## src/verilog/mem_pkg.sv

```systemverilog
package mem_pkg;

    // widths seen on the cache side and by the reorder buffer

    // byte address
    typedef logic [31:0] addr_t;

    // one load or store value, word wide
    typedef logic [31:0] data_t;

    // access size code, same encoding the cache uses
    typedef logic [1:0] mem_size_t;

    // reorder-buffer tag carried with every memory op
    typedef logic [4:0] rob_tag_t;

endpackage

```

## src/verilog/queue_pkg.sv

```systemverilog
package queue_pkg;

    // queue geometry, depth must stay a power of two
    localparam int LSQ_DEPTH = 8;
    localparam int LSQ_INDEX_BITS = $clog2(LSQ_DEPTH);

    // entry slot
    typedef logic [LSQ_INDEX_BITS-1:0] lsq_index_t;

    // slot plus wrap bit, tells full from empty
    typedef logic [LSQ_INDEX_BITS:0] lsq_ptr_t;

    // one bit per slot
    typedef logic [LSQ_DEPTH-1:0] lsq_mask_t;

    // oldest set bit of req, counting from head in program order
    function automatic lsq_index_t oldest_index(lsq_mask_t req, lsq_index_t head);
        lsq_index_t slot;
        lsq_index_t pick;
        pick = head;
        // walk from youngest to oldest so the oldest hit is kept
        for (int k = LSQ_DEPTH - 1; k >= 0; k--) begin
            slot = head + lsq_index_t'(k);
            if (req[slot]) begin
                pick = slot;
            end
        end
        return pick;
    endfunction

endpackage

```

## src/verilog/lsq_commit.sv

```systemverilog
module lsq_commit
    import queue_pkg::*;
    import mem_pkg::*;
(
    input  logic       clock,
    input  logic       reset,
    input  logic       flush,
    input  logic       alloc_strobe,
    input  lsq_index_t alloc_index,
    input  lsq_mask_t  occupied,
    input  lsq_mask_t  is_load,
    input  lsq_ptr_t   head,
    input  rob_tag_t  [LSQ_DEPTH-1:0] tags,
    input  addr_t     [LSQ_DEPTH-1:0] addrs,
    input  mem_size_t [LSQ_DEPTH-1:0] sizes,
    input  data_t     [LSQ_DEPTH-1:0] store_data,
    input  lsq_mask_t  load_done,
    input  data_t     [LSQ_DEPTH-1:0] load_values,
    input  logic       load_req_valid,
    input  lsq_index_t load_req_index,
    input  logic       retire_valid,
    input  rob_tag_t   retire_tag,
    input  logic       cache_busy,
    input  logic       complete_busy,
    output logic       load_req_accept,
    output logic       free_head,
    output logic       cache_req_valid,
    output logic       cache_req_is_load,
    output addr_t      cache_req_addr,
    output data_t      cache_req_data,
    output mem_size_t  cache_req_size,
    output logic       complete_valid,
    output rob_tag_t   complete_tag,
    output data_t      complete_data
);

    lsq_index_t head_idx;
    // loads already handed to the completion buffer
    lsq_mask_t  completed;
    lsq_mask_t  ready_mask;
    lsq_index_t pick;
    logic       send_complete;
    logic       load_free;
    logic       store_go;

    assign head_idx = head[LSQ_INDEX_BITS-1:0];

    // oldest finished load not yet reported
    assign ready_mask = occupied & is_load & load_done & ~completed;
    assign pick = oldest_index(ready_mask, head_idx);
    assign send_complete = !complete_busy && (|ready_mask);

    // loads own the cache port over stores
    assign load_req_accept = load_req_valid && !cache_busy;

    // head load leaves the cycle after its completion went out
    assign load_free = occupied[head_idx] && is_load[head_idx] && completed[head_idx];

    // retired store at head writes and leaves together
    assign store_go = occupied[head_idx] && !is_load[head_idx] && retire_valid
                      && retire_tag == tags[head_idx] && !load_req_valid && !cache_busy;

    assign free_head = load_free || store_go;

    // control flags and strobes
    always_ff @(posedge clock) begin
        if (reset || flush) begin
            completed <= '0;
            complete_valid <= 1'b0;
            cache_req_valid <= 1'b0;
        end else begin
            if (alloc_strobe) begin
                completed[alloc_index] <= 1'b0;
            end
            if (send_complete) begin
                completed[pick] <= 1'b1;
            end
            complete_valid <= send_complete;
            cache_req_valid <= load_req_accept || store_go;
        end
    end

    // completion payload
    always_ff @(posedge clock) begin
        if (send_complete) begin
            complete_tag <= tags[pick];
            complete_data <= load_values[pick];
        end
    end

    // cache request payload, load or head store
    always_ff @(posedge clock) begin
        if (load_req_accept) begin
            cache_req_is_load <= 1'b1;
            cache_req_addr <= addrs[load_req_index];
            cache_req_data <= '0;
            cache_req_size <= sizes[load_req_index];
        end else if (store_go) begin
            cache_req_is_load <= 1'b0;
            cache_req_addr <= addrs[head_idx];
            cache_req_data <= store_data[head_idx];
            cache_req_size <= sizes[head_idx];
        end
    end

endmodule

```

## config.mk

```make
export PLATFORM = sky130hd
export DESIGN_NAME = lsq_commit
export DESIGN_NICKNAME = d
export VERILOG_FILES = /design/src/verilog/mem_pkg.sv /design/src/verilog/queue_pkg.sv /design/src/verilog/lsq_commit.sv
export SDC_FILE = /design/constraint.sdc
export NUM_CORES = 1
export LEC_CHECK = 0
export ABC_AREA = 1
export BUFFER_PORTS_ARGS = -buffer_cell sky130_fd_sc_hd__buf_2
export CAP_MARGIN = 15
export CORE_AREA = 5 5 382 384
export DETAILED_ROUTE_END_ITERATION = 7
export DIE_AREA = 0 0 387 389
export PLACE_DENSITY = 0.31
export SYNTH_ARGS = -nofsm -noshare
export SYNTH_HDL_FRONTEND = slang
export SYNTH_SLANG_ARGS = --single-unit
export TNS_END_PERCENT = 20
```

## constraint.sdc

```tcl
create_clock -name clock -period 9.9 [get_ports clock]
set_input_delay 2.97 -clock clock [delete_from_list [all_inputs] [get_ports clock]]
set_output_delay 2.97 -clock clock [all_outputs]
set_load 0.02 [all_outputs]
```

# Word level (Yosys, flattened, before mapping)
# Cells that the tools add are included.
dict set report op_classes {
  add_sub_neg 7
  n_lt_le_gt_ge 13
  n_eq_ne 1
  mux 57
  bitwise 7
  n_reduce_logical 20
}
# cell count
set ops {}
lappend ops {{$bmux 32 s3} 4}
lappend ops {{$mux 32} 6}
lappend ops {{$lt 3x4->1 const B} 11}
lappend ops {{$bmux 1 s3} 11}
lappend ops {{$and 8x8->8} 4}
lappend ops {{$bmux 5 s3} 2}
lappend ops {{$mux 3} 8}
lappend ops {{$mux 8} 3}
lappend ops {{$not 8->8} 2}
lappend ops {{$mux 1} 13}
lappend ops {{$add 3x3->3 const B} 4}
lappend ops {{$bmux 2 s3} 2}
lappend ops {{$logic_and 1x1->1} 11}
lappend ops {{$mux 5} 2}
lappend ops {{$mux 2} 4}
lappend ops {{$or 8x8->8} 1}
lappend ops {{$reduce_or 8->1} 1}
lappend ops {{$add 3x2->3 const B} 2}
lappend ops {{$demux 1 s3} 2}
lappend ops {{$ge 3x1->1 const B} 2}
lappend ops {{$eq 5x5->1} 1}
lappend ops {{$logic_not 1->1} 4}
lappend ops {{$add 3x1->3 const B} 1}
lappend ops {{$logic_or 1x1->1} 3}
lappend ops {{$reduce_bool 2->1} 1}
dict set report totals {
  regBits 114
  wordCells 114
}

# Longest topological paths before layout
dict set report depth {
  ltp_word 19
  ltp_mapped 27
  depth_no_buf 22
}

# Least setup slack after synthesis
# No wires, ideal clock.
dict set report synth_timing {
  kind {input to output}
  startpoint {input head[0]}
  endpoint {output free_head}
  arrival_time_ns 4.865
  t_required_ns 6.930
  path_slack_ns 2.065
  stages 9
  n_path_buf 4
  cell_sequence {inv_2 > buf_6 > clkbuf_1 > clkbuf_1 > buf_1 > nand2_1 > a221oi_1 > nand2_1 > o21ai_0}
}
dict set report synth_via {
  elab_chain_len 9
}
# item line_no
set synth_lines {}
lappend synth_lines {{start, declared} lsq_commit.sv:12} ;# input lsq_ptr_t head,
lappend synth_lines {{parallel branches: the longest is 8 deep, another holds $bmux 5 s3} n/a}
lappend synth_lines {{$logic_or 1x1->1 *} lsq_commit.sv:63} ;# assign free_head = load_free || store_go;
lappend synth_lines {{end, declared} lsq_commit.sv:26} ;# output logic free_head,
# Mark *: on every way between the ends. The select of a mux whose other input is x is not followed.

# Final worst setup path
# Same ends and word-level chain as after synthesis.

==> results.yml <==
clocking:
  path_clk_slew_ns: 0.07
  post_cts_buffers: 0
  h-tree-depth: 4
  clock_path_buffers: 2
  clk_latency_ns: 0.52
  cts_tree: "done"
  holdBufCountCts: 0
  clockRootBuffer: "clkbuf_16"
  cts_num_sinks: 114
  cts_buffers: 17
  ctsResizeCount: 0
logic_synthesis:
  avgSynthCellArea_um2: 5.48
  yosys_warnings: 0
  synthArstFlopShare_pct: 0
  synth_top_area_cell: "nand2_1"
  syn-cell-area_um2: 15300
  synth_nets: 3671
  synthFlopType: "edfxtp_1"
  synthCells: 2798
  synth_top_area_share_pct: 16.1
  synth-edff-count: 71
  synth_area_leaders: "nand2_1, o21ai_0, edfxtp_1"
  ys_ff_latch: 114
  ys_seq_area_share_pct: 19.5
  synth_cell_types: 37
setup_path:
  crit_family: "buffers and inverters"
  path_cells: "buf_8, inv_8, o21ai_0, nand4_1, nor2_1, nand3_1, nor4_1, nand2_1, o21ai_0, buf_2"
  timing.rr.end: "complete_tag[1]"
  worst_setup_path_start_kind: "input port"
  cp_slowest_stage_delay_ns: 0.44
  r2r-start: "completed[4]"
  worstPathArrival_ns: 5.52
  crit_buf_inv: 3
  crit_top_cell: "o21ai_0"
  cp_max_fo: 95
  crit_slowest_cell: "buf_8"
  reg2reg_slack_ns: 5.89
  cp-end-kind: "output port"
  rr_worst_depth: 21
  required_ns: 6.93
  critPathKind: "in -> out"
timing:
  hold_ws_ns: 0.469
  period_minus_slack_ns: 8.49
  final.setup.tns_ns: 0
  finClkSkew_ns: 0.0154
  rsz0062_at_grt: "false"
  period_share_pct: 85.8
  worstMarginPinSlew_ns: 1.11
  max_freq_mhz: 118
  hold_violations: 0
  drv_slew: 0
  setup_viol: 0
  max_slew_margin_pct: 26.2
hold_path:
  hp-start: "cache_req_is_load"
  hold_depth: 2
  hold_class: "reg -> reg"
  min_to: "cache_req_is_load"
finish:
  syn_to_final_growth_pct: 47.2
  final_core_util_pct: 15.8
  final_cell_mix: "buf_2, nand2_1, o21ai_0, inv_1, nor2_1"
  drive_gt1_share_pct: 29.7
  layout.cells.non_filler: 5540
  nNetsFinal: 4467
  final_common_cell: "buf_2"
detailed_routing:
  drt_iter0_drc: 1414
  routed-wl-met2_mm: 59.3
  met1_length_mm: 46.6
  firstDrtPassIters: 8
  drc: 0
  routed_via_density: 4.07
  routed.top_layer: "met5"
  wl_per_cell_um: 21.8
  wl_mm: 121
  wl_met3_mm: 12.0
  drtAntennaViolNets: 0
  num_vias: 22600
floorplan:
  num_io_pins: 979
  initial_core_util_pct: 10.8
  die_x_um: 387
  coreArea_um2: 142000
  fp-row-count: 139
  die_h_um: 389
  die_area_um2: 151000
power_and_ir_drop:
  combPwrFrac_pct: 50.2
  p_int_mw: 1.36
  p_sw_mw: 1.21
  leakage_nw: 11.4
  p_total_mw: 2.57
  peakVddDrop_mv: 0.101
  swShare_pct: 47.2
  power.density_nw_per_um2: 114
  pwr-share-seq_pct: 23.2
  p_clk_share_pct: 26.7
flow_run:
  max_cap_viol_count: 0
placed_design:
  dp_cells: 5478
  dp_hpwl_mm: 95.6
  place_congestion: 0.849
  place.port_buffers: 977
grt:
  grt_max_degree: 150
  grt_pass1_vias: 22800
  grt_pass1_wl_mm: 166
  grtUsageTotal_pct: 15.2
  grt_antenna_before_repair: 88
  gr-total-overflow: 0
run_status:
  outcome: "finished, final reports clean"
area by class of cell:
class	instances	area, um^2
diodes	30	75.1
multi-input cells	2111	10100
inverters	340	1290
fillers	17000	120000
clock buffers	20	457
flip-flops and latches	114	2990
repair buffers	1010	5170
well taps	1903	2380
clock inverters	12	118
synthesized netlist by cell type (2+ instances only):
library cell	number
nor2_2	2
buf_6	10
nand4_1	3
nand2_1	658
clkbuf_1	136
buf_4	9
o311ai_0	2
a21oi_1	199
nand3_2	3
nor2_4	2
o2111ai_1	33
a221oi_1	4
xnor2_1	5
a22o_1	2
edfxtp_1	71
o21ai_0	462
buf_2	56
o211ai_1	34
ha_1	2
nand2_2	5
o211a_1	32
nand3_1	266
buf_1	22
nor2_1	280
dfxtp_1	43
o22ai_1	101
o21ai_1	8
nand3b_1	2
inv_1	328
o21a_1	2
inv_2	10
metrics by stage:
| stage | setup slack [ns] | area (um^2) |
|---|---|---|
| detailed placement | 1.31 | 21900 |
| global placement | 1.30 | 21900 |
| finish | 1.41 | 22600 |
| CTS | 1.31 | 22500 |
| global route | 1.05 | 22500 |
| floorplan | 2.07 | 15300 |
metal layers:
metal | global-route usage, % | vias up
met4 | 3.57 | 84
li1 | - | 11000
met2 | 26.9 | 842
met1 | 17.1 | 10500
met5 | 0 | -
met3 | 6.31 | 166
worst max path at each step:
stage,cells after the start,to,slack [ns],from
floorplan,9,free_head,2.07,head[0]
global placement,8,free_head,1.30,head[0]
detailed placement,8,free_head,1.31,head[0]
CTS,8,free_head,1.31,head[0]
global route,10,free_head,1.05,head[0]
finish,10,free_head,1.41,head[0]
power groups by stage:
stage                     Combinational, mW  Sequential, mW  Clock (mW)
final                                  1.29           0.595       0.685
after global routing                   1.45           0.600       0.740
after CTS                              1.33           0.598       0.730
after detailed placement               1.33           0.608           0
after global placement                 1.34           0.607           0
after floorplan                       0.674           0.662           0
logic make-up after synthesis:
group           share of synthesized area [%]
xor+xnor                                0.343
buf+inv                                  15.2
fa+ha+maj                               0.163
simple gates                             32.6
flops                                    19.5
compound gates                           32.2
registers in the layout (all words and copies together) (netlist names), 2 cells and up:
signal,cells
complete_data,32
completed,8
cache_req_addr,32
complete_tag,5
cache_req_size,2
cache_req_data,32
worst reg2reg max path: stages, from the launching register on:
cell,delay (ns)
dfxtp_1,0.34
nor2_1,0.27
nand3_1,0.18
nand3_1,0.15
nand3b_1,0.12
nand2_1,0.11
inv_2,0.04
nand2_1,0.05
nand2_1,0.05
nand2_1,0.05
nand2_1,0.05
nand2_1,0.07
nand2_2,0.07
nand2_1,0.15
nand2_8,0.33
nand2_8,0.64
buf_4,0.56
nand2_1,0.14
nand3_1,0.10
nand2_1,0.07
nand2_1,0.05
nand2_1,0.14
Note: power is estimated with default switching activity, not from simulation.
