`config.mk`:
```
export PLATFORM = sky130hd
export DESIGN_NAME = lsq_dispatch
export DESIGN_NICKNAME = d
export VERILOG_FILES = /design/src/verilog/mem_pkg.sv /design/src/verilog/queue_pkg.sv /design/src/verilog/lsq_dispatch.sv
export SDC_FILE = /design/constraint.sdc
export NUM_CORES = 1
export LEC_CHECK = 0
export BUFFER_PORTS_ARGS = -buffer_cell sky130_fd_sc_hd__buf_2
export CAP_MARGIN = 20
export CORE_AREA = 2 2 77 79
export CTS_BUF_LIST = sky130_fd_sc_hd__clkbuf_4 sky130_fd_sc_hd__clkbuf_8
export DETAILED_ROUTE_END_ITERATION = 8
export DIE_AREA = 0 0 79 81
export PLACE_DENSITY = 0.71
export SYNTH_ARGS = -nofsm -noshare
export SYNTH_HDL_FRONTEND = slang
export SYNTH_SLANG_ARGS = --single-unit
```
`constraint.sdc`:
```
create_clock -name clock -period 5.3 [get_ports clock]
set_input_delay 0.265 -clock clock [delete_from_list [all_inputs] [get_ports clock]]
set_output_delay 0.265 -clock clock [all_outputs]
set_load 0.02 [all_outputs]
```
`src/verilog/mem_pkg.sv`:
```
package mem_pkg;

    // widths seen on the cache side and by the reorder buffer

    // byte address
    typedef logic [31:0] addr_t;

    // one load or store value, word wide
    typedef logic [31:0] data_t;

    // access size code, same encoding the cache uses
    typedef logic [1:0] mem_size_t;

    // reorder-buffer tag carried with every memory op
    typedef logic [4:0] rob_tag_t;

endpackage

```
`src/verilog/queue_pkg.sv`:
```
package queue_pkg;

    // queue geometry, depth must stay a power of two
    localparam int LSQ_DEPTH = 8;
    localparam int LSQ_INDEX_BITS = $clog2(LSQ_DEPTH);

    // entry slot
    typedef logic [LSQ_INDEX_BITS-1:0] lsq_index_t;

    // slot plus wrap bit, tells full from empty
    typedef logic [LSQ_INDEX_BITS:0] lsq_ptr_t;

    // one bit per slot
    typedef logic [LSQ_DEPTH-1:0] lsq_mask_t;

    // oldest set bit of req, counting from head in program order
    function automatic lsq_index_t oldest_index(lsq_mask_t req, lsq_index_t head);
        lsq_index_t slot;
        lsq_index_t pick;
        pick = head;
        // walk from youngest to oldest so the oldest hit is kept
        for (int k = LSQ_DEPTH - 1; k >= 0; k--) begin
            slot = head + lsq_index_t'(k);
            if (req[slot]) begin
                pick = slot;
            end
        end
        return pick;
    endfunction

endpackage

```
`src/verilog/lsq_dispatch.sv`:
```
module lsq_dispatch
    import queue_pkg::*;
    import mem_pkg::*;
(
    input  logic       clock,
    input  logic       reset,
    input  logic       flush,
    input  logic       dispatch_valid,
    input  logic       dispatch_is_load,
    input  rob_tag_t   dispatch_tag,
    input  logic       free_head,
    output lsq_index_t dispatch_index,
    output logic       full,
    output logic       alloc_strobe,
    output lsq_index_t alloc_index,
    output lsq_mask_t  occupied,
    output lsq_mask_t  is_load,
    output lsq_ptr_t   head,
    output rob_tag_t [LSQ_DEPTH-1:0] tags
);

    lsq_ptr_t   tail;
    lsq_index_t head_idx;
    lsq_index_t tail_idx;

    assign head_idx = head[LSQ_INDEX_BITS-1:0];
    assign tail_idx = tail[LSQ_INDEX_BITS-1:0];

    // same slot, different lap means every entry is taken
    assign full = (head_idx == tail_idx) && (head[LSQ_INDEX_BITS] != tail[LSQ_INDEX_BITS]);

    // new op always lands at the tail
    assign dispatch_index = tail_idx;
    assign alloc_index = tail_idx;

    // dispatch while full is illegal, drop it here anyway
    assign alloc_strobe = dispatch_valid && !full;

    // pointers and occupancy
    always_ff @(posedge clock) begin
        if (reset || flush) begin
            head <= '0;
            tail <= '0;
            occupied <= '0;
        end else begin
            // head entry leaves the queue
            if (free_head) begin
                occupied[head_idx] <= 1'b0;
                head <= head + 1'b1;
            end
            if (alloc_strobe) begin
                occupied[tail_idx] <= 1'b1;
                tail <= tail + 1'b1;
            end
        end
    end

    // kind and rob tag per slot
    always_ff @(posedge clock) begin
        if (alloc_strobe) begin
            is_load[tail_idx] <= dispatch_is_load;
            tags[tail_idx] <= dispatch_tag;
        end
    end

endmodule

```
# == Word-level counts from Yosys, hierarchy flattened ==
# Cells that the tools add are included.
# word_totals
ff_bits,64
inputBits,11
wordCells,40
output_inout_bits,68
# op_classes
magnitude_cmp,4
n_eq_ne,2
n_mux,11
reduce_logical,6
addsub,2
n_bitwise,3
# op_table
operator,n
$bwmux W40,1
$mux W8,3
$demux W5 S3,1
$add A4 B1 Y4 const B,2
$and A8 B8 Y8,1
$bwmux W8,1
$lt A3 B4 Y1 const B,2
$not A8 Y8,1
$or A8 B8 Y8,1
$demux W1 S3,2
$ge A3 B1 Y1 const B,2
$mux W5,1
$logic_and A1 B1 Y1,4
$eq A3 B3 Y1,1
$mux W1,2
$logic_not A1 Y1,1
$logic_or A1 B1 Y1,1
$ne A1 B1 Y1,1

# == Longest topological paths before layout ==
# Gate-level depths: netlist of the first run.
# depth
depth_word,10
depth_mapped,4
ltp_nobuf,4

# == Worst setup path before layout of the first run ==
# OpenSTA, ideal clock, no wires.
# synth_path
kind,flip-flop to flip-flop
from,register head[1]
to,"register is_load[4], enable pin"
arrival_ns,1.658
path_buffers,1
setup_ns,0.386
path_stages_with_launch,5
period_less_slack_ns,2.043
path_slack_ns,3.257
required_ns,4.914
cell_sequence,dfxtp_1 > buf_2 > xor2_1 > nor4_2 > nor4_1
# synth_via
elab_chain_len,4
# synth_lines
item,line,text
start: declaration,lsq_dispatch.sv:18,"output lsq_ptr_t head,"
start signal: assignment,lsq_dispatch.sv:49,head <= head + 1'b1;
$eq A3 B3 Y1,lsq_dispatch.sv:30,assign full = (head_idx == tail_idx) && (head[LSQ_INDEX_BITS] != tail[LSQ_INDEX_BITS]);
$logic_and A1 B1 Y1,lsq_dispatch.sv:30,
$logic_not A1 Y1,lsq_dispatch.sv:37,assign alloc_strobe = dispatch_valid && !full;
$logic_and A1 B1 Y1,lsq_dispatch.sv:37,
end signal: indexed assignment,lsq_dispatch.sv:61,is_load[tail_idx] <= dispatch_is_load;
end: declaration,lsq_dispatch.sv:17,"output lsq_mask_t is_load,"
# No other way between the ends.
# A chain may end at the register's enable or synchronous reset.

# == Worst setup path after layout of the first run ==
# layout_path
from,register tail[1]
to,"register tags[33] in the netlist's numbering, enable pin"
# layout_via
elab_chain_len,4
# layout_lines
item,line,text
start: declaration,lsq_dispatch.sv:22,lsq_ptr_t tail;
start signal: assignment,lsq_dispatch.sv:53,tail <= tail + 1'b1;
$eq A3 B3 Y1,lsq_dispatch.sv:30,
$logic_and A1 B1 Y1,lsq_dispatch.sv:30,
$logic_not A1 Y1,lsq_dispatch.sv:37,
$logic_and A1 B1 Y1,lsq_dispatch.sv:37,
end signal: indexed assignment,lsq_dispatch.sv:62,tags[tail_idx] <= dispatch_tag;
end: declaration,lsq_dispatch.sv:19,output rob_tag_t [LSQ_DEPTH-1:0] tags
# No other way between the ends.

==> results of run 1 <==
==> cell usage after synthesis, types with 2 or more instances <==
master	number	share of area, %
ha_1	2	1.0
xnor2_1	4	1.4
mux2i_1	4	1.6
nor3_1	6	1.2
and3_1	4	1.0
nor4_1	2	0.51
nand4_1	3	0.76
edfxtp_1	48	59
nand2_1	14	2.1
clkbuf_1	4	0.61
xor2_1	4	1.4
nand3_1	4	0.82
a41oi_1	3	1.1
dfxtp_1	16	13
nor4b_1	3	1.1
a32o_1	7	2.9
nor2_1	5	0.76
nor3b_1	2	0.61
buf_2	4	0.82
or3_1	2	0.51
buf_4	7	2.1
nor2b_1	3	0.76
==> report_power, final <==
part / internal (mW) / switching, mW / leakage (nW)
registers: 0.545 / 0.00653 / 0.565
logic: 0.0143 / 0.0322 / 0.542
clock network: 0.212 / 0.175 / 0.0901
==> flip-flops by register name (all words and copies together) (netlist names) <==
register and cells:
head 4, is_load 8, tags 40, occupied 8, tail 4
==> area by class of cell <==
class                      count  area [um2]  share of cell area, %
sequential                    64        1760                   58.0
multi-input combinational     83         592                   19.5
clock buffer                   9         124                   4.08
timing repair buffer          80         400                   13.2
inverter                       1        3.75                  0.124
clock inverter                 7        62.6                   2.06
tap                           75        93.8                   3.09
==> per-stage QoR <==
stage | hold WS (ps) | std cells | total power, mW | instance area [um2]
after CTS | 214 | 317 | 0.995 | 3030
final | 224 | 319 | 0.986 | 3040
after global placement | 492 | 301 | 0.609 | 2840
after floorplan | 364 | 164 | 0.591 | 2460
after global routing | 219 | 319 | 1.02 | 3040
after detailed placement | 486 | 301 | 0.610 | 2840
==> layer usage <==
metal	track usage (%)	part of all wire, %	vias up
met2	26.4	46	91
met3	4.56	8.8	11
met1	20.1	43	779
li1	-	-	765
met5	0	0	-
met4	9.31	2.3	0
==> critical path: stages, from the launching register on <==
cell and delay (ps):
dfxtp_1 580, xor2_1 310, nor4_2 110, nor3b_1 750
==> cell families (layout without fill, tap and decap cells) <==
| group | after synthesis | in the layout |
|---|---|---|
| buf+inv | 17 | 97 |
| compound gates | 16 | 16 |
| xor+xnor | 10 | 10 |
| flops | 64 | 64 |
| simple gates | 51 | 51 |
| fa+ha+maj | 2 | 2 |
| mux | 4 | 4 |
==> layout by cell type, fill, tap and decap left out, drive strengths merged <==
cell	instances
a221oi	1
a32o	7
a41oi	3
and2	1
and3	4
buf	78
bufinv	1
clkbuf	11
clkinv	4
clkinvlp	2
dfxtp	16
edfxtp	48
ha	2
inv	1
mux2i	4
nand2	14
nand3	4
nand4	3
nor2	5
nor2b	3
nor3	6
nor3b	2
nor4	3
nor4b	3
o211ai	1
o21a	1
o21ai	1
o311a	1
o41a	1
or3	2
or3b	1
xnor2	5
xor2	5
==> worst max path at each step <==
stage | end | slack (ps) | cells after the start
floorplan | is_load[4] | 3260 | 4
global route | tags[33] | 2920 | 3
global placement | tags[21] | 3160 | 3
CTS | tags[12] | 3000 | 3
detailed placement | tags[10] | 3030 | 3
finish | tags[33] | 3160 | 3
==> flow_summary.json, run 1 <==
{
  "place.port_buffers": 78,
  "place_ws_ps": 3030,
  "gp_congestion": 0.885,
  "synth_xor_area_share_pct": 4.18,
  "via_count": 1646,
  "die_area_um2": 6400,
  "final_core_util_pct": 53.5,
  "worst_pin_slew_ps": 885,
  "area_growth_pct": 23.7,
  "critPathCaptureType": "register",
  "holdPathStages": 1,
  "cts-root-buf": "clkbuf_8",
  "postRouteAntennaNets": 0,
  "cts_tree": "done",
  "r2r-start": "tail[1]",
  "io_pins": 79,
  "grt_max_degree": 19,
  "dp_hpwl_mm": 3.55,
  "clock_skew_ps": 10.2,
  "synthMuxAreaShare_pct": 1.63,
  "setup_slack_ps": 3160,
  "post_synth_and_or_nand_nor_area_fraction_pct": 11.3,
  "r2r_setup_slack_ps": 3160,
  "synth_cells": 164,
  "fin_nets": 252,
  "cts_hold_buf": 0,
  "remaining_drc_errors": 0,
  "synth_top_family_by_area": "simple AND/OR/NAND/NOR gates",
  "routed_wl_mm": 4.98,
  "synth_compound_area_share_pct": 5.96,
  "required_ps": 5250,
  "core_um2": 5680,
  "h-tree-depth": 3,
  "cts_made_buffers": 9,
  "routedWlPerCell_um": 15.6,
  "drt_first_pass_iters": 4,
  "max_freq_mhz": 467,
  "arrival_ps": 2090,
  "netlist_area_um2": 2460,
  "worstPathMaxFanout": 11,
  "critPathLaunch": "tail[1]",
  "antenna_found_initial": 0,
  "finalHoldViolations": 0,
  "path_clk_slew_ps": 70,
  "fp.dieW_um": 79,
  "syn-num-nets": 177,
  "clock_path_buffers": 2,
  "maxCapViolCount": 0,
  "relSlewSlack_pct": 40.9,
  "r2r_end": "tags[33]",
  "grt_pass1_wl_mm": 7.56,
  "path_class": "reg -> reg",
  "ys_types": 35,
  "finalMaxSlewViolations": 0,
  "ys_warn_count": 0,
  "hp-start": "dispatch_tag[2]",
  "cts_setup_buffers": 0,
  "reg2reg_depth": 3,
  "powerDensity_nw_per_um2": 324,
  "grt_pass1_vias": 1462,
  "period_share_pct": 40.4,
  "leakagePower_nw": 1.20,
  "setup_viol": 0,
  "synth-edff-count": 48,
  "status": "finished clean",
  "postCtsResizedCells": 0,
  "grt_overflow": 0,
  "avgSynthCellArea_um2": 15.0,
  "nFillCells": 507,
  "rsz0062_at_grt": "no",
  "synthFlopType": "edfxtp_1",
  "cts.sinks": 64,
  "grt.total_usage_pct": 16.4,
  "die_h_um": 81,
  "drtIter0Drc": 84,
  "peakVddDrop_uv": 188,
  "start_kind": "register",
  "synth-seq-area-share_pct": 71.7,
  "async_flop_share_pct": 0,
  "num_rows": 28,
  "vias_per_cell": 5.16,
  "synth_seq_cells": 64,
  "holdPathEnd": "tags[32]",
  "min_path_type": "in -> reg",
  "synthAdderAreaFrac_pct": 1.02,
  "clk_latency_ps": 330,
  "initial_utilization_pct": 43.3,
  "period_needed_ps": 2140,
  "setup_tns_ps": 0,
  "layout-drive-gt1-share_pct": 39.8,
  "antenna-diode-count": 0
}
(Power assumes the default switching activity.)
==> run 2: changes to the inputs <==
Settings changed: PLACE_DENSITY 0.71 to 0.74.
Clock period 5.3 ns to 1.9 ns, I/O delays scaled along.
==> flow_summary.json, run 2 (synthesis gave the netlist of run 1 again) <==
{
  "critPathCaptureType": "output port",
  "dp_hpwl_mm": 3.64,
  "fin_nets": 261,
  "cts_made_buffers": 9,
  "regMostFlops": "tags",
  "drtIter0Drc": 125,
  "final_cell_mix": "buf_2 (78), edfxtp_1 (48), dfxtp_1 (15)",
  "min_path_type": "in -> reg",
  "cts-root-buf": "clkbuf_8",
  "start_kind": "register",
  "io_pins": 79,
  "layout.cells.non_filler": 327,
  "placedCellCount": 312,
  "routedWlPerCell_um": 15.4,
  "holdPathStages": 1,
  "status": "finished clean",
  "postRouteAntennaNets": 0,
  "num_rows": 28,
  "period_needed_ps": 1790,
  "p_total_mw": 2.90,
  "place.port_buffers": 78,
  "cts_setup_buffers": 0,
  "reg2reg_depth": 4,
  "die_area_um2": 6400,
  "layout-drive-gt1-share_pct": 42.9,
  "core_um2": 5680,
  "largest_reg_flops": 40,
  "fp.dieW_um": 79,
  "maxCapViolCount": 0,
  "die_h_um": 81,
  "antenna-diode-count": 0,
  "leakagePower_nw": 1.26,
  "cts_tree": "done",
  "rsz0062_at_grt": "no",
  "path_class": "reg -> out",
  "remaining_drc_errors": 0,
  "path_clk_slew_ps": 70,
  "max_freq_mhz": 559,
  "area_growth_pct": 27.6,
  "grt.total_usage_pct": 16.5,
  "period_share_pct": 94.1,
  "multi_input_area_um2": 592,
  "place_ws_ps": 242,
  "nFillCells": 502,
  "powerDensity_nw_per_um2": 924,
  "via_count": 1645,
  "grt_pass1_vias": 1497,
  "drt_first_pass_iters": 4,
  "clock_path_buffers": 2,
  "fin_hold_ws_ps": 61.6,
  "reg_top3": "tags x40, is_load x8, occupied x8",
  "worst_pin_slew_ps": 436,
  "use_met1_pct": 22.2,
  "final_common_cell": "buf_2",
  "gp_congestion": 0.912,
  "ff_latch_area_um2": 1760,
  "routed_wl_mm": 5.03,
  "finalHoldViolations": 0,
  "critical-path-max-stage-delay_ps": 550,
  "arrival_ps": 1690,
  "crit_chain": "xnor2_1 -> buf_4 -> a41oi_1 -> buf_2",
  "vias_per_cell": 5.03,
  "slowest_stage": "dfxtp_1",
  "worstPathMaxFanout": 11,
  "grt_use_met3_pct": 5.44,
  "initial_utilization_pct": 43.3,
  "setup_viol": 0,
  "grt_max_degree": 15,
  "finalMaxSlewViolations": 0,
  "grt_pass1_wl_mm": 7.83,
  "clk_latency_ps": 330,
  "setup_slack_ps": 112,
  "met2_usage_pct": 25.4,
  "cts.sinks": 64,
  "required_ps": 1800,
  "grt_overflow": 0,
  "gr-max-usage-layer": "met2",
  "peakVddDrop_uv": 447,
  "relSlewSlack_pct": 70.8,
  "h-tree-depth": 3,
  "antenna_found_initial": 0,
  "clock_skew_ps": 11.5
}
run 2: cell count changes in the layout (fill, tap and decap cells not counted):
cell       change
buf_4         +11
clkbuf_2       -2
clkinv_1       -2
dfxtp_2        +1
bufinv_16      +1
dfxtp_1        -1
run 2: worst paths after layout:
path              startpoint      endpoint  slack (ps)
min          dispatch_tag[3]      tags[33]          60
min reg2reg      occupied[2]   occupied[2]         500
max                  tail[2]  alloc_strobe         110
max reg2reg          tail[2]       tags[3]         250
run 2: final cells by class:
type	count	share of cell area (%)
well taps	75	2.99
repair buffers	89	15.1
multi-input cells	83	18.9
clock inverters	6	2.71
flip-flops and latches	64	56.2
clock buffers	9	3.95
inverters	1	0.120
run 2: worst max-delay path: cells and delay by family, from the launching register on:
family          cells  cell delay (ps)
compound gates      1              250
xor+xnor            1              160
buf+inv             2              400
flops               1              550
run 2: what timing repair did:
action,4_1_cts,5_1_grt
gates resized for setup,0,1
hold endpoints to repair,0,0
hold buffers,0,0
setup endpoints to repair,0,1
run 2: per-layer routing:
metal  share of wire, %  wire (um)  vias up
met5                  0          0        -
met4               0.87         44        0
met3                9.1        460        4
met2                 45       2250      106
met1                 45       2270      747
li1                   -          -      788
run 2: through the flow:
stage,setup TNS (ps),util [%],area (um2)
floorplan,-2110,-,2460
CTS,0,55.2,3130
global placement,0,51.5,2920
finish,0,55.2,3130
detailed placement,0,51.5,2920
global route,0,55.2,3130
run 2: power by group:
| group | internal [mW] | switching [mW] | leakage (nW) |
|---|---|---|---|
| clock | 0.725 | 0.489 | 0.101 |
| combinational | 0.0485 | 0.0970 | 0.590 |
| sequential | 1.52 | 0.0149 | 0.566 |
| total | 2.30 | 0.601 | 1.26 |
