<file path="config.mk">
export PLATFORM = sky130hd
export DESIGN_NAME = lsq_address_file
export DESIGN_NICKNAME = d
export VERILOG_FILES = /design/src/verilog/mem_pkg.sv /design/src/verilog/queue_pkg.sv /design/src/verilog/lsq_address_file.sv
export SDC_FILE = /design/constraint.sdc
export NUM_CORES = 1
export LEC_CHECK = 0
export ABC_AREA = 0
export ABC_CLOCK_PERIOD_IN_PS = 2100
export BUFFER_PORTS_ARGS = -buffer_cell sky130_fd_sc_hd__buf_4
export CORE_AREA = 8 8 232 234
export CTS_BUF_LIST = sky130_fd_sc_hd__clkbuf_16
export DETAILED_ROUTE_END_ITERATION = 8
export DIE_AREA = 0 0 240 242
export PLACE_DENSITY_LB_ADDON = 0.05
export SLEW_MARGIN = 15
export SYNTH_ARGS = -nofsm -noshare
export SYNTH_HDL_FRONTEND = slang
export SYNTH_SLANG_ARGS = --single-unit
</file>
<file path="constraint.sdc">
create_clock -name clock -period 2.1 [get_ports clock]
set_input_delay 0.105 -clock clock [delete_from_list [all_inputs] [get_ports clock]]
set_output_delay 0.105 -clock clock [all_outputs]
set_load 0.02 [all_outputs]
</file>
<file path="src/verilog/mem_pkg.sv">
package mem_pkg;

    // widths seen on the cache side and by the reorder buffer

    // byte address
    typedef logic [31:0] addr_t;

    // one load or store value, word wide
    typedef logic [31:0] data_t;

    // access size code, same encoding the cache uses
    typedef logic [1:0] mem_size_t;

    // reorder-buffer tag carried with every memory op
    typedef logic [4:0] rob_tag_t;

endpackage

</file>
<file path="src/verilog/queue_pkg.sv">
package queue_pkg;

    // queue geometry, depth must stay a power of two
    localparam int LSQ_DEPTH = 8;
    localparam int LSQ_INDEX_BITS = $clog2(LSQ_DEPTH);

    // entry slot
    typedef logic [LSQ_INDEX_BITS-1:0] lsq_index_t;

    // slot plus wrap bit, tells full from empty
    typedef logic [LSQ_INDEX_BITS:0] lsq_ptr_t;

    // one bit per slot
    typedef logic [LSQ_DEPTH-1:0] lsq_mask_t;

    // oldest set bit of req, counting from head in program order
    function automatic lsq_index_t oldest_index(lsq_mask_t req, lsq_index_t head);
        lsq_index_t slot;
        lsq_index_t pick;
        pick = head;
        // walk from youngest to oldest so the oldest hit is kept
        for (int k = LSQ_DEPTH - 1; k >= 0; k--) begin
            slot = head + lsq_index_t'(k);
            if (req[slot]) begin
                pick = slot;
            end
        end
        return pick;
    endfunction

endpackage

</file>
<file path="src/verilog/lsq_address_file.sv">
module lsq_address_file
    import queue_pkg::*;
    import mem_pkg::*;
(
    input  logic       clock,
    input  logic       reset,
    input  logic       flush,
    input  logic       alloc_strobe,
    input  lsq_index_t alloc_index,
    input  logic       exec_valid,
    input  lsq_index_t exec_index,
    input  addr_t      exec_addr,
    input  mem_size_t  exec_size,
    input  data_t      exec_data,
    output lsq_mask_t  addr_known,
    output addr_t     [LSQ_DEPTH-1:0] addrs,
    output mem_size_t [LSQ_DEPTH-1:0] sizes,
    output data_t     [LSQ_DEPTH-1:0] store_data
);

    // known flag per slot
    always_ff @(posedge clock) begin
        if (reset || flush) begin
            addr_known <= '0;
        end else begin
            // fresh entry has no address yet
            if (alloc_strobe) begin
                addr_known[alloc_index] <= 1'b0;
            end
            // execute result arrives later, wins on a tie
            if (exec_valid) begin
                addr_known[exec_index] <= 1'b1;
            end
        end
    end

    // address, size and data
    // loads write data too, nobody reads it
    always_ff @(posedge clock) begin
        if (exec_valid) begin
            addrs[exec_index] <= exec_addr;
            sizes[exec_index] <= exec_size;
            store_data[exec_index] <= exec_data;
        end
    end

endmodule

</file>
### Word-level counts from Yosys, hierarchy flattened

Cells that the tools add are included.
Widths: inputs -> output; s select.

| storage, ports and cells | value |
|---|---|
| register bits after elaboration | 536 |
| input port bits | 77 |
| output and inout port bits | 536 |
| logic and storage cells | 49 |

| cells by class | value |
|---|---|
| $lt $le $gt $ge | 4 |
| multiplexer cells | 14 |
| bitwise operators | 3 |
| reduce and logical (&&, ||, !) cells | 3 |

Operator list:

| operator | count |
|---|---|
| $bwmux 256 | 2 |
| $demux 32 s3 | 1 |
| $mux 32 | 1 |
| $mux 8 | 3 |
| $bwmux 16 | 1 |
| $and 8x8->8 | 1 |
| $lt 3x4->1 const B | 2 |
| $not 8->8 | 1 |
| $or 8x8->8 | 1 |
| $demux 1 s3 | 2 |
| $demux 2 s3 | 1 |
| $ge 3x1->1 const B | 2 |
| $logic_and 1x1->1 | 2 |
| $mux 1 | 2 |
| $mux 2 | 1 |
| $logic_or 1x1->1 | 1 |

### Depth between registers and ports, before layout

Gate-level depths: netlist (run 1).

| depth | value |
|---|---|
| word-level depth | 10 |
| mapped depth | 3 |
| depth with buffers taken out | 2 |

### Worst setup path after synthesis (run 1)

Ideal clock, no wire load.

| path | value |
|---|---|
| path kind | in2reg |
| from | input exec_index[1] |
| to | register addrs[0] (netlist name) (enable) |
| library setup time | 420 ps |
| arrival time | 1946 ps |
| data required time | 1680 ps |
| setup slack | -266 ps |
| stages | 2 |
| path buffers | 0 |
| cell sequence | or4b_4 inv_1 |

RTL lines:

| element | line | RTL |
|---|---|---|
| start, declared | lsq_address_file.sv:11 | `input lsq_index_t exec_index,` |
| end signal, assigned by index | lsq_address_file.sv:41 | `addrs[exec_index] <= exec_addr;` |
| end, declared | lsq_address_file.sv:16 | `output addr_t [LSQ_DEPTH-1:0] addrs,` |

### Worst setup path after layout (run 1)

| path | value |
|---|---|
| from | register addr_known[6] |
| to | register addr_known[6] |

| between the ends | value |
|---|---|
| longest elaborated chain between the ends | 5 |

Ends and longest elaborated chain:

| element | line | RTL |
|---|---|---|
| start, declared | lsq_address_file.sv:15 | `output lsq_mask_t addr_known,` |
| start signal, assigned | lsq_address_file.sv:24 | `addr_known <= '0;` |
| start signal, assigned by index | lsq_address_file.sv:28 | `addr_known[alloc_index] <= 1'b0;` |
| start signal, assigned by index | lsq_address_file.sv:32 | `addr_known[exec_index] <= 1'b1;` |
| $and 8x8->8 (no line) | n/a |  |
| $mux 8 (*) | lsq_address_file.sv:27 | `if (alloc_strobe) begin` |
| $mux 8 (*) | lsq_address_file.sv:23 | `if (reset \|\| flush) begin` |
| $or 8x8->8 (no line) | n/a |  |
| $mux 8 (*) | lsq_address_file.sv:31 | `if (exec_valid) begin` |

Every way passes the cells marked *; elsewhere a longest branch is shown, timed or not. The select of a mux whose other input is x is not followed.
A chain may end at the register's enable or synchronous reset.

==> metrics.log, run 1 <==
INFO  metric setup-tns-final = 0 ns
INFO  metric xor_xnor_portion_of_the_synthesized_cell_area = 0%
INFO  metric cts.path.max_buffers = 3
INFO  metric first_global_vias = between 9000 and 10000
INFO  metric cts_resized = 0
INFO  metric worst_ir_drop_vdd = a little under 0.7 mV
INFO  metric die_width = 240 µm
INFO  metric most_used_cells_in_the_layout_excluding_fill_and_tap_cells = buf_4 (616), edfxtp_1 (528), dlygate4sd3_1 (84)
INFO  metric synth_compound_gate_area_share = less than 1%
INFO  metric clkSinkCount = roughly 540
INFO  metric cts_max_level = 2
INFO  metric fill_cells = 4314
INFO  metric row_count = 83
INFO  metric timing.final.setup_violations = 0
INFO  metric core = 50470 µm²
INFO  metric largest_net_degree_at_the_start_of_global_routing = 67
INFO  metric outcome = finished, final reports clean
INFO  metric globalRouteTotalUtil = between 10% and 20%
INFO  metric required = between 2 and 3 ns
INFO  metric gr-total-overflow = 0
INFO  metric layout_net_count = roughly 1400
INFO  metric floorplan.io_pins = between 600 and 700
INFO  metric timing_worst_setup_path_type = reg2reg
INFO  metric rsz_0062_raised_after_global_routing = false
INFO  metric start_util = 32.37%
INFO  metric power-per-cell-area = approximately 940 nW/µm²
INFO  metric netlist_area = 16340 µm²
INFO  metric timing.critical_path.from_type = register
INFO  metric layout-drive-gt1-share = approximately 52%
INFO  metric sequence_of_cells_on_the_critical_path = or3b_2, dlygate4sd3_1, o22ai_1, dlygate4sd3_1
INFO  metric worstHoldStart = exec_index[2]
INFO  metric yosysSeqAreaShare = 98.02%
INFO  metric totalWireLength = 53.86 mm
INFO  metric synthesized_area_fraction_occupied_by_and_or_nand_nor_cells = about 1.4%
INFO  metric syn_to_final_growth = 50.40%
INFO  metric timing.max_slew.rel_slack = between 60% and 70%
INFO  metric timing.critical_path.from = addr_known[6]
INFO  metric place.detailed.hpwl = 38.05 mm
INFO  metric reg2reg_from = addr_known[6]
INFO  metric mostFrequentLayoutCell = buf_4
INFO  metric slew_viol_final = 0
INFO  metric rrSetupSlack = approximately 0.045 ns
INFO  metric globalplace.congestion = roughly 0.77
INFO  metric dominant_combinational_cell_family_by_area_after_synthesis = simple AND/OR/NAND/NOR gates
INFO  metric cp_common_cell = dlygate4sd3_1
INFO  metric yosys_warnings = 0
INFO  metric timing.final.crit_period = between 2 and 2.5 ns
INFO  metric postSynthNetCount = roughly 660
INFO  metric numCtsBuffers = 56
INFO  metric iter_0_drt_violations = 508
INFO  metric muxShareOfSynthArea = 0%
INFO  metric synth_top_area_cell = edfxtp_1
INFO  metric antenna_violations_before_repair = 1
INFO  metric floorplan.die_area = 58080 µm²
INFO  metric residual_drc = 0
INFO  metric clock_tree_root_driver_cell = clkbuf_16
INFO  metric register_bit_total_from_synthesis = 536
INFO  metric tritoncts = done
INFO  metric yosys.cell_types.count = 17
INFO  metric synthAdderAreaFrac = 0%
INFO  metric timing.fmax = 486.7 MHz
INFO  metric period_share = between 90% and 100%
INFO  metric slew_worst_pin = roughly 0.57 ns
INFO  metric critical_path.max_fanout = 2
INFO  metric slowest_stage = dlygate4sd3_1
INFO  metric timing.max_cap.violations = 0
INFO  metric pre_cts_slack = about 0.41 ns
INFO  metric worstSkewPairLatency = about 0.57 ns
INFO  metric via_per_inst = 4.327
INFO  metric wl_per_cell = between 20 and 30 µm
INFO  metric buffer_ports.inserted = 612
INFO  metric firstDrtPassIters = 4
INFO  metric synthesis.instances = 578
INFO  metric die_height = about 240 µm
INFO  metric cts.reportedPaths.clkPinSlew = roughly 0.060 ns
INFO  metric setup_skew_after_layout = 0 ns
INFO  metric grt_pass1_wl = 73.35 mm
INFO  metric worst_hold_path_type = in2reg
INFO  metric synth.avg_cell_area = about 28 µm²
INFO  metric total_number_of_vias = just under 9000
INFO  metric total_leakage_power = slightly above 9 nW
INFO  metric final-hold-violation-count = 0
INFO  metric cp-end-kind = register
INFO  metric worst_ep_arrival_time = 2.58 ns
INFO  metric finalWorstSetupSlack = ~0.045 ns
INFO  metric detail-route-antenna-nets = 0
INFO  metric timing.hold.ws = 0.03560 ns
INFO  metric post_synth_main_area_contributors = edfxtp_1 (97%), dfxtp_1 (0.98%), or3b_2 (0.38%)
INFO  metric crit_path_max_incr_delay = about 0.56 ns
INFO  metric final_core_utilization = about 50%
INFO  metric synth_largest_type_area_fraction = a little over nine tenths
Yosys cell counts:
| cell | instances |
|---|---|
| nand4bb_1 | 3 |
| or3b_2 | 7 |
| nand4b_1 | 3 |
| and4b_1 | 3 |
| nor4b_1 | 1 |
| nor3b_1 | 1 |
| inv_1 | 8 |
| edfxtp_1 | 528 |
| nor4bb_1 | 3 |
| dfxtp_1 | 8 |
| or2_2 | 1 |
| or4b_4 | 1 |
| nand4_1 | 2 |
| clkbuf_1 | 1 |
| o22ai_2 | 1 |
| o22ai_1 | 6 |
| o2bb2ai_1 | 1 |
sequential cells by signal (all words and copies together) (netlist names):
name / cells
addr_known: 8
store_data: 256
addrs: 256
sizes: 16
repair_timing:
| action | 4_1_cts | 5_1_grt |
|---|---|---|
| hold buffers | 84 | 0 |
| setup endpoints to repair | 0 | 0 |
| buffers inserted | 0 | 0 |
| hold endpoints to repair | 536 | 0 |
logic make-up (layout without fill, tap and decap cells):
family | Yosys count | in the layout
buffers and inverters | 9 | 818
DFF | 536 | 536
AOI/OAI and AO/OA | 8 | 8
and+or+nand+nor | 25 | 25
other | 0 | 1
worst paths after layout:
path,end,cells after the start
min,addr_known[5],3
min reg2reg,addr_known[5],2
max,addr_known[6],4
max reg2reg,addr_known[6],4
metal layers:
layer | part of all wire (%) | GRT usage, % | wire length (µm)
met1 | 35 | 19.07 | 18840
met2 | 52 | 31.54 | 28080
met3 | 11 | 7.928 | 5950
met4 | 1.8 | 3.890 | 982
met5 | 0 | 0 | 0
power by group:
part	leakage [nW]	internal (mW)	switching, mW
Combinational	3.52	0.583	0.935
Clock	0.911	5.49	3.91
Sequential	4.86	12.1	0.0985
Total	9.29	18.2	4.95
final cells by class:
class	count	area [µm²]	share of cell area, %
Sequential cell	536	16020	65.18
Timing Repair Buffer	708	5625	22.89
Clock buffer	57	1426	5.805
Tap cell	680	850.8	3.463
Clock inverter	45	320.3	1.304
Multi-Input combinational cell	33	289.0	1.176
Inverter	8	42.54	0.1731
Antenna cell	1	2.502	0.01018
critical path, delay by kind of cell (launching register included):
| kind | cells | cell delay, ns |
|---|---|---|
| flip-flops | 1 | 0.33 |
| buffers and inverters | 2 | 1.12 |
| AND/OR/NAND/NOR | 1 | 0.44 |
| AO/OA/AOI/OAI | 1 | 0.11 |
per-stage QoR:
step	power (mW)	cell area, µm²	cells
2_1_floorplan	12.93	16340	578
3_3_place_gp	13.88	21980	1881
3_5_place_dp	13.88	21980	1881
4_1_cts	23.44	24570	2067
5_1_grt	23.90	24570	2068
6_report	23.13	24570	2068
(Power assumes the default switching activity.)
==> run 2, diff against run 1 <==
Settings changed: MAX_ROUTING_LAYER set to met4.
==> run 2 against run 1 <==
  * First-iteration DRC count decreased by 6.3%
  * Cell area unchanged
  * Global-route usage up 0.49 points
  * Core utilization is the same
  * Non-clock buffer count unchanged
  * Sequential share of layout area unchanged
  * Sequential power is essentially flat
  * Die area did not move
  * Critical path depth is the same
  * Worst setup slack worse by 0.0080 ns
  * Flip-flop and latch count unchanged
  * Largest cell class unchanged
==> metrics.log, run 2 (synthesized netlist as in run 1, its figures left out) <==
INFO  metric first_global_vias = 9152 (was 9095)
INFO  metric critical_path.max_fanout = 2 (unchanged)
INFO  metric timing.final.crit_period = 2.063 ns (was 2.055 ns)
INFO  metric cp_common_cell = dlygate4sd3_1 (unchanged)
INFO  metric rsz_0062_raised_after_global_routing = false (unchanged)
INFO  metric post-layout-total-power = 23.15 mW (was 23.13 mW)
INFO  metric period_share = 98.22% (was 97.84%)
INFO  metric p_clk_share = 40.7% (was 40.6%)
INFO  metric layout-drive-gt1-share = 51.55% (unchanged)
INFO  metric clock_tree_root_driver_cell = clkbuf_16 (unchanged)
INFO  metric start_util = 32.37% (unchanged)
INFO  metric wl_per_cell = 26.03 µm (was 26.04 µm)
INFO  metric total_number_of_vias = 8930 (was 8948)
INFO  metric globalRouteMet2Util = 31.60% (was 31.54%)
INFO  metric cts_resized = 0 (unchanged)
INFO  metric post-route-cell-area = 24570 µm² (unchanged)
INFO  metric largestRegisters = addrs: 256 flops, store_data: 256 flops, sizes: 16 flops (unchanged)
INFO  metric global_route.peak_usage_layer = met2 (unchanged)
INFO  metric place.detailed.hpwl = 38.05 mm (unchanged)
INFO  metric cts_max_level = 2 (unchanged)
INFO  metric detail-route-antenna-nets = 0 (unchanged)
INFO  metric worstSkewPairLatency = 0.58 ns (was 0.57 ns)
INFO  metric mostFrequentLayoutCell = buf_4 (unchanged)
INFO  metric slowest_stage = dlygate4sd3_1 (unchanged)
INFO  metric firstDrtPassIters = 4 (unchanged)
INFO  metric iter_0_drt_violations = 476 (was 508)
INFO  metric grtUsageMet3 = 7.131% (was 7.928%)
INFO  metric met1_usage_in_global_routing = 19.45% (was 19.07%)
INFO  metric detailed_place.area = 21980 µm² (unchanged)
INFO  metric residual_drc = 0 (unchanged)
INFO  metric timing.max_cap.violations = 0 (unchanged)
INFO  metric proportion_of_power_drawn_by_combinational_gates = 6.6% (about the same)
INFO  metric crit_path_max_incr_delay = 0.57 ns (was 0.56 ns)
INFO  metric timing.fmax = 484.8 MHz (was 486.7 MHz)
INFO  metric globalplace.congestion = 0.7779 (was 0.7676)
INFO  metric cp-end-kind = register (unchanged)
INFO  metric share_seq_of_total_power = 52.8% (about the same)
INFO  metric worst_hold_path_type = in2reg (unchanged)
INFO  metric power.internal = 18.18 mW (about the same)
INFO  metric cts.path.max_buffers = 3 (unchanged)
INFO  metric floorplan.die_area = 58080 µm² (unchanged)
INFO  metric worst_ir_drop_vdd = 0.6891 mV (was 0.6863 mV)
INFO  metric worstHoldEndpoint = addr_known[5] (unchanged)
INFO  metric reg2reg_from = addr_known[6] (unchanged)
INFO  metric gr-total-overflow = 0 (unchanged)
INFO  metric clkSinkCount = 536 (unchanged)
INFO  metric final-hold-violation-count = 0 (unchanged)
INFO  metric via_per_inst = 4.318 (was 4.327)
INFO  metric die_height = 242 µm (unchanged)
INFO  metric r2r.worst_path.cells = 4 (unchanged)
INFO  metric antenna_violations_before_repair = 1 (unchanged)
INFO  metric total_leakage_power = 9.290 nW (unchanged)
INFO  metric die_width = 240 µm (unchanged)
INFO  metric placed_cells = 1881 (unchanged)
INFO  metric row_count = 83 (unchanged)
INFO  metric layout_net_count = 1420 (unchanged)
INFO  metric slew_worst_pin = 0.5504 ns (was 0.5668 ns)
INFO  metric timing_worst_setup_path_type = reg2reg (unchanged)
INFO  metric most_used_cells_in_the_layout_excluding_fill_and_tap_cells = buf_4 (616), edfxtp_1 (528), dlygate4sd3_1 (84) (unchanged)
INFO  metric outcome = finished, final reports clean (unchanged)
INFO  metric tritoncts = done (unchanged)
INFO  metric slew_viol_final = 0 (unchanged)
INFO  metric required = 2.62 ns (about the same)
INFO  metric totalWireLength = 53.82 mm (was 53.86 mm)
INFO  metric numCtsBuffers = 56 (unchanged)
INFO  metric switching_share = 21.45% (was 21.38%)
INFO  metric cts.reportedPaths.clkPinSlew = 0.06 ns (about the same)
INFO  metric syn_to_final_growth = 50.40% (unchanged)
INFO  metric rrSetupSlack = 0.04 ns (was 0.05 ns)
INFO  metric floorplan.io_pins = 613 (unchanged)
INFO  metric setup-tns-final = 0 ns (unchanged)
INFO  metric grt_pass1_wl = 73.14 mm (was 73.35 mm)
INFO  metric largest_net_degree_at_the_start_of_global_routing = 67 (unchanged)
INFO  metric setup_skew_after_layout = 0 ns (unchanged)
INFO  metric r2r-end = addr_known[6] (unchanged)
INFO  metric hold-path-cell-count = 3 (unchanged)
INFO  metric p_switching = 4.965 mW (was 4.946 mW)
INFO  metric timing.final.setup_violations = 0 (unchanged)
INFO  metric worst_ep_arrival_time = 2.58 ns (about the same)
INFO  metric worstHoldStart = exec_index[2] (unchanged)
INFO  metric power-per-cell-area = 942.1 nW/µm² (was 941.3 nW/µm²)
INFO  metric buffer_ports.inserted = 612 (unchanged)
INFO  metric timing.max_slew.rel_slack = 63.30% (was 62.21%)
INFO  metric instances_no_fill = 2068 (unchanged)
INFO  metric fill_cells = 4314 (unchanged)
INFO  metric core = 50470 µm² (unchanged)
INFO  metric globalRouteTotalUtil = 18.19% (was 17.70%)
INFO  metric cts.repair_timing.setup_buffer_count = 0 (unchanged)
INFO  metric timing.critical_path.from_type = register (unchanged)
INFO  metric sequence_of_cells_on_the_critical_path = or3b_2, dlygate4sd3_1, o22ai_1, dlygate4sd3_1 (unchanged)
## run 2: cell counts in the layout (fill, tap and decap cells not counted)
No cell type changed its count.
## run 2: worst max path at each step
stage / endpoint / start / depth (start not counted) / slack (ns)
after detailed placement: store_data[13] / exec_index[1] / 4 / 0.41
after global routing: addr_known[6] / addr_known[6] / 4 / 0.008
final: addr_known[6] / addr_known[6] / 4 / 0.04
after global placement: addrs[28] / exec_index[1] / 4 / 0.40
after CTS: addr_known[6] / addr_known[6] / 4 / 0.07
after floorplan: addrs[128] / exec_index[0] / 2 / 0.08
## run 2: power by group through the flow
stage               sequential, mW  clock (mW)  combinational, mW
floorplan                     12.8           0             0.0876
global placement              12.4           0               1.44
detailed placement            12.4           0               1.44
CTS                           12.2        9.66               1.56
global route                  12.2        10.1               1.59
finish                        12.2        9.42               1.52
## run 2: routing by layer
metal  routed length, µm  part of all wire (%)  up-vias
li1                    -                     -     3916
met1               19370                    36     4541
met2               28090                    52      405
met3                5375                    10       68
met4                 992                   1.8        0
met5                   0                     0        -
## run 2: critical path: cells and delay by family (launching register included)
kind	cells	cell delay (ns)
buf+inv	2	1.13
simple gates	1	0.44
flops	1	0.33
compound gates	1	0.11
## run 2: final cells by class
class / count / area, µm² / area share (%)
Sequential cell: 536 / 16020 / 65.18
Timing Repair Buffer: 708 / 5625 / 22.89
Tap cell: 680 / 850.8 / 3.463
Clock inverter: 45 / 320.3 / 1.304
Inverter: 8 / 42.54 / 0.1731
Multi-Input combinational cell: 33 / 289.0 / 1.176
Clock buffer: 57 / 1426 / 5.805
Antenna cell: 1 / 2.502 / 0.01018
## run 2: timing repair
action	CTS	global route
setup endpoints to repair	0	0
hold endpoints to repair	536	0
hold buffers	84	0
## run 2: stage by stage
step | setup WS [ns] | utilization, % | hold slack (ns)
floorplan | 0.07903 | - | 0.2039
global placement | 0.4047 | 43.55 | 0.3455
detailed placement | 0.4122 | 43.55 | 0.3445
CTS | 0.07403 | 48.68 | 0.02706
global route | 0.008176 | 48.69 | 0.05420
finish | 0.03733 | 48.69 | 0.04416
==> run 3, diff against run 2 <==
Settings changed: ABC_CLOCK_PERIOD_IN_PS 2100 to 2000.
Clock period 2.1 ns to 2 ns, I/O delays scaled along.
==> run 3 against run 2 <==
  * Combinational power rose by 5%
  * Worst setup slack better by 0.082 ns
  * Via count up 0.28%
  * Die area unchanged
  * Global-route usage fell by 0.11 points
  * Routed wire length is 0.87% lower
  * Critical endpoint is now addr_known[0]
==> metrics.log, run 3 (synthesized netlist as in run 1, its figures left out) <==
INFO  metric multi_input_area = 289.0 µm² (unchanged)
INFO  metric met1_usage_in_global_routing = 19.36% (was 19.45%)
INFO  metric cp_common_cell = dlygate4sd3_1 (unchanged)
INFO  metric rsz_0062_raised_after_global_routing = false (unchanged)
INFO  metric slew_worst_pin = 0.5106 ns (was 0.5504 ns)
INFO  metric cts.path.max_buffers = 3 (unchanged)
INFO  metric global_route.peak_usage_layer = met2 (unchanged)
INFO  metric totalWireLength = 53.36 mm (was 53.82 mm)
INFO  metric floorplan.die_area = 58080 µm² (unchanged)
INFO  metric detail-route-antenna-nets = 0 (unchanged)
INFO  metric clock_tree_root_driver_cell = clkbuf_16 (unchanged)
INFO  metric outcome = finished, final reports clean (unchanged)
INFO  metric cts.repair_timing.setup_buffer_count = 0 (unchanged)
INFO  metric grtUsageMet3 = 7.006% (was 7.131%)
INFO  metric timing.max_cap.violations = 0 (unchanged)
INFO  metric buffer_ports.inserted = 612 (unchanged)
INFO  metric r2r.worst_path.cells = 3 (was 4)
INFO  metric critical_path.max_fanout = 8 (was 2)
INFO  metric clkSinkCount = 536 (unchanged)
INFO  metric grt_pass1_wl = 73.07 mm (was 73.14 mm)
INFO  metric residual_drc = 0 (unchanged)
INFO  metric globalRouteMet2Util = 30.98% (was 31.60%)
INFO  metric die_width = 240 µm (unchanged)
INFO  metric mostFrequentLayoutCell = buf_4 (unchanged)
INFO  metric post-route-cell-area = 24690 µm² (was 24570 µm²)
INFO  metric place.detailed.hpwl = 37.92 mm (was 38.05 mm)
INFO  metric syn_to_final_growth = 51.12% (was 50.40%)
INFO  metric cp-end-kind = register (unchanged)
INFO  metric total_leakage_power = 9.313 nW (was 9.290 nW)
INFO  metric iter_0_drt_violations = 572 (was 476)
INFO  metric core = 50470 µm² (unchanged)
INFO  metric required = 2.47 ns (was 2.62 ns)
INFO  metric cts_max_level = 2 (unchanged)
INFO  metric power-per-cell-area = 996.0 nW/µm² (was 942.1 nW/µm²)
INFO  metric timing.critical_path.from_type = primary input (was register)
INFO  metric reg2reg_from = addr_known[1] (was addr_known[6])
INFO  metric cts_resized = 0 (unchanged)
INFO  metric globalRouteTotalUtil = 18.07% (was 18.19%)
INFO  metric start_util = 32.37% (unchanged)
INFO  metric timing.max_slew.rel_slack = 65.96% (was 63.30%)
INFO  metric worst_hold_path_type = in2reg (unchanged)
INFO  metric cts.reportedPaths.clkPinSlew = 0.06 ns (about the same)
INFO  metric worstHoldStart = exec_valid (was exec_index[2])
INFO  metric largest_net_degree_at_the_start_of_global_routing = 67 (unchanged)
INFO  metric diodes = 0 (was 1)
INFO  metric most_used_cells_in_the_layout_excluding_fill_and_tap_cells = buf_4 (616), edfxtp_1 (528), dlygate4sd3_1 (83) (was buf_4 (616), edfxtp_1 (528), dlygate4sd3_1 (84))
INFO  metric layout-drive-gt1-share = 52.01% (was 51.55%)
INFO  metric period_share = between 90% and 100%
INFO  metric timing.final.crit_period = around 1.9 ns
INFO  metric final-hold-violation-count = 0 (unchanged)
INFO  metric timing.fmax = about 530 MHz
INFO  metric slew_viol_final = 0 (unchanged)
INFO  metric worst_ir_drop_vdd = 0.6543 mV (was 0.6891 mV)
INFO  metric gr-total-overflow = 0 (unchanged)
INFO  metric tritoncts = done (unchanged)
INFO  metric die_height = 242 µm (unchanged)
INFO  metric post-layout-total-power = 24.59 mW (was 23.15 mW)
INFO  metric total_number_of_vias = 8955 (was 8930)
INFO  metric firstDrtPassIters = 4 (unchanged)
INFO  metric worstHoldEndpoint = addr_known[1] (was addr_known[5])
INFO  metric floorplan.io_pins = 613 (unchanged)
INFO  metric timing.final.setup_violations = 0 (unchanged)
INFO  metric hold-path-cell-count = 3 (unchanged)
INFO  metric setup_skew_after_layout = 0 ns (unchanged)
INFO  metric fill_cells = 4258 (was 4314)
INFO  metric setup-tns-final = 0 ns (unchanged)
INFO  metric crit_path_max_incr_delay = 0.62 ns (was 0.57 ns)
INFO  metric row_count = 83 (unchanged)
INFO  metric worst_ep_arrival_time = 2.35 ns (was 2.58 ns)
INFO  metric sequence_of_cells_on_the_critical_path = dlygate4sd3_1, buf_4, nor4b_1, dlygate4sd3_1, o22ai_2, dlygate4sd3_1 (was or3b_2, dlygate4sd3_1, o22ai_1, dlygate4sd3_1)
INFO  metric detailed_place.area = 22050 µm² (was 21980 µm²)
INFO  metric area.sequential = 16020 µm² (unchanged)
INFO  metric wl_per_cell = 25.78 µm (was 26.03 µm)
INFO  metric r2r-end = addr_known[1] (was addr_known[6])
INFO  metric largestRegisters = addrs: 256 flops, store_data: 256 flops, sizes: 16 flops (unchanged)
INFO  metric antenna_violations_before_repair = 0 (was 1)
INFO  metric globalplace.congestion = 0.7671 (was 0.7779)
INFO  metric rrSetupSlack = 0.48 ns (was 0.04 ns)
INFO  metric via_per_inst = 4.326 (was 4.318)
INFO  metric numCtsBuffers = 56 (unchanged)
INFO  metric first_global_vias = 9304 (was 9152)
INFO  metric layout_net_count = 1422 (was 1420)
INFO  metric slowest_stage = dlygate4sd3_1 (unchanged)
INFO  metric timing_worst_setup_path_type = in2reg (was reg2reg)
INFO  metric worstSkewPairLatency = 0.58 ns (about the same)
run 3: cell type report:
class	count	area share, %
sequential	536	64.87
timing repair buffer	710	22.99
clock buffer	57	5.777
tap	680	3.446
clock inverter	46	1.551
multi-input combinational	33	1.171
inverter	8	0.2027
run 3: report_power, final:
group / total (mW) / internal [mW] / switching (mW)
Combinational: 1.60 / 0.617 / 0.987
Sequential: 12.8 / 12.7 / 0.0973
Clock: 10.2 / 6.03 / 4.14
run 3: critical path: cells and delay by family:
kind / cells / cell delay (ns)
AO/OA/AOI/OAI: 1 / 0.07
AND/OR/NAND/NOR: 1 / 0.32
buffers and inverters: 4 / 1.86
run 3: stage by stage:
step	hold WS (ns)	setup slack [ns]	utilization [%]	cells
after global placement	0.3404	0.4749	43.69	1884
after CTS	0.01498	0.1922	48.92	2070
after detailed placement	0.3445	0.4564	43.69	1884
after global routing	0.02888	0.1020	48.92	2070
final	0.05201	0.1191	48.92	2070
after floorplan	0.1989	0.001006	-	578
run 3: layer usage:
layer	routed length, µm	vias up
li1	-	3917
met5	0	-
met3	5149	68
met1	19390	4565
met2	27530	405
met4	1294	0
run 3: how the worst max path moves through the flow:
stage | from | to | slack, ns
2_1_floorplan | exec_index[2] | addrs[100] | 0.001
3_3_place_gp | exec_index[1] | store_data[11] | 0.47
3_5_place_dp | exec_index[1] | store_data[1] | 0.46
4_1_cts | alloc_index[1] | addr_known[0] | 0.19
5_1_grt | alloc_index[1] | addr_known[0] | 0.10
6_report | alloc_index[1] | addr_known[0] | 0.12
run 3: repair_timing:
item | 4_1_cts | 5_1_grt
hold buffers | 83 | 0
endpoints found under the hold margin | 536 | 0
setup endpoints to repair | 0 | 0
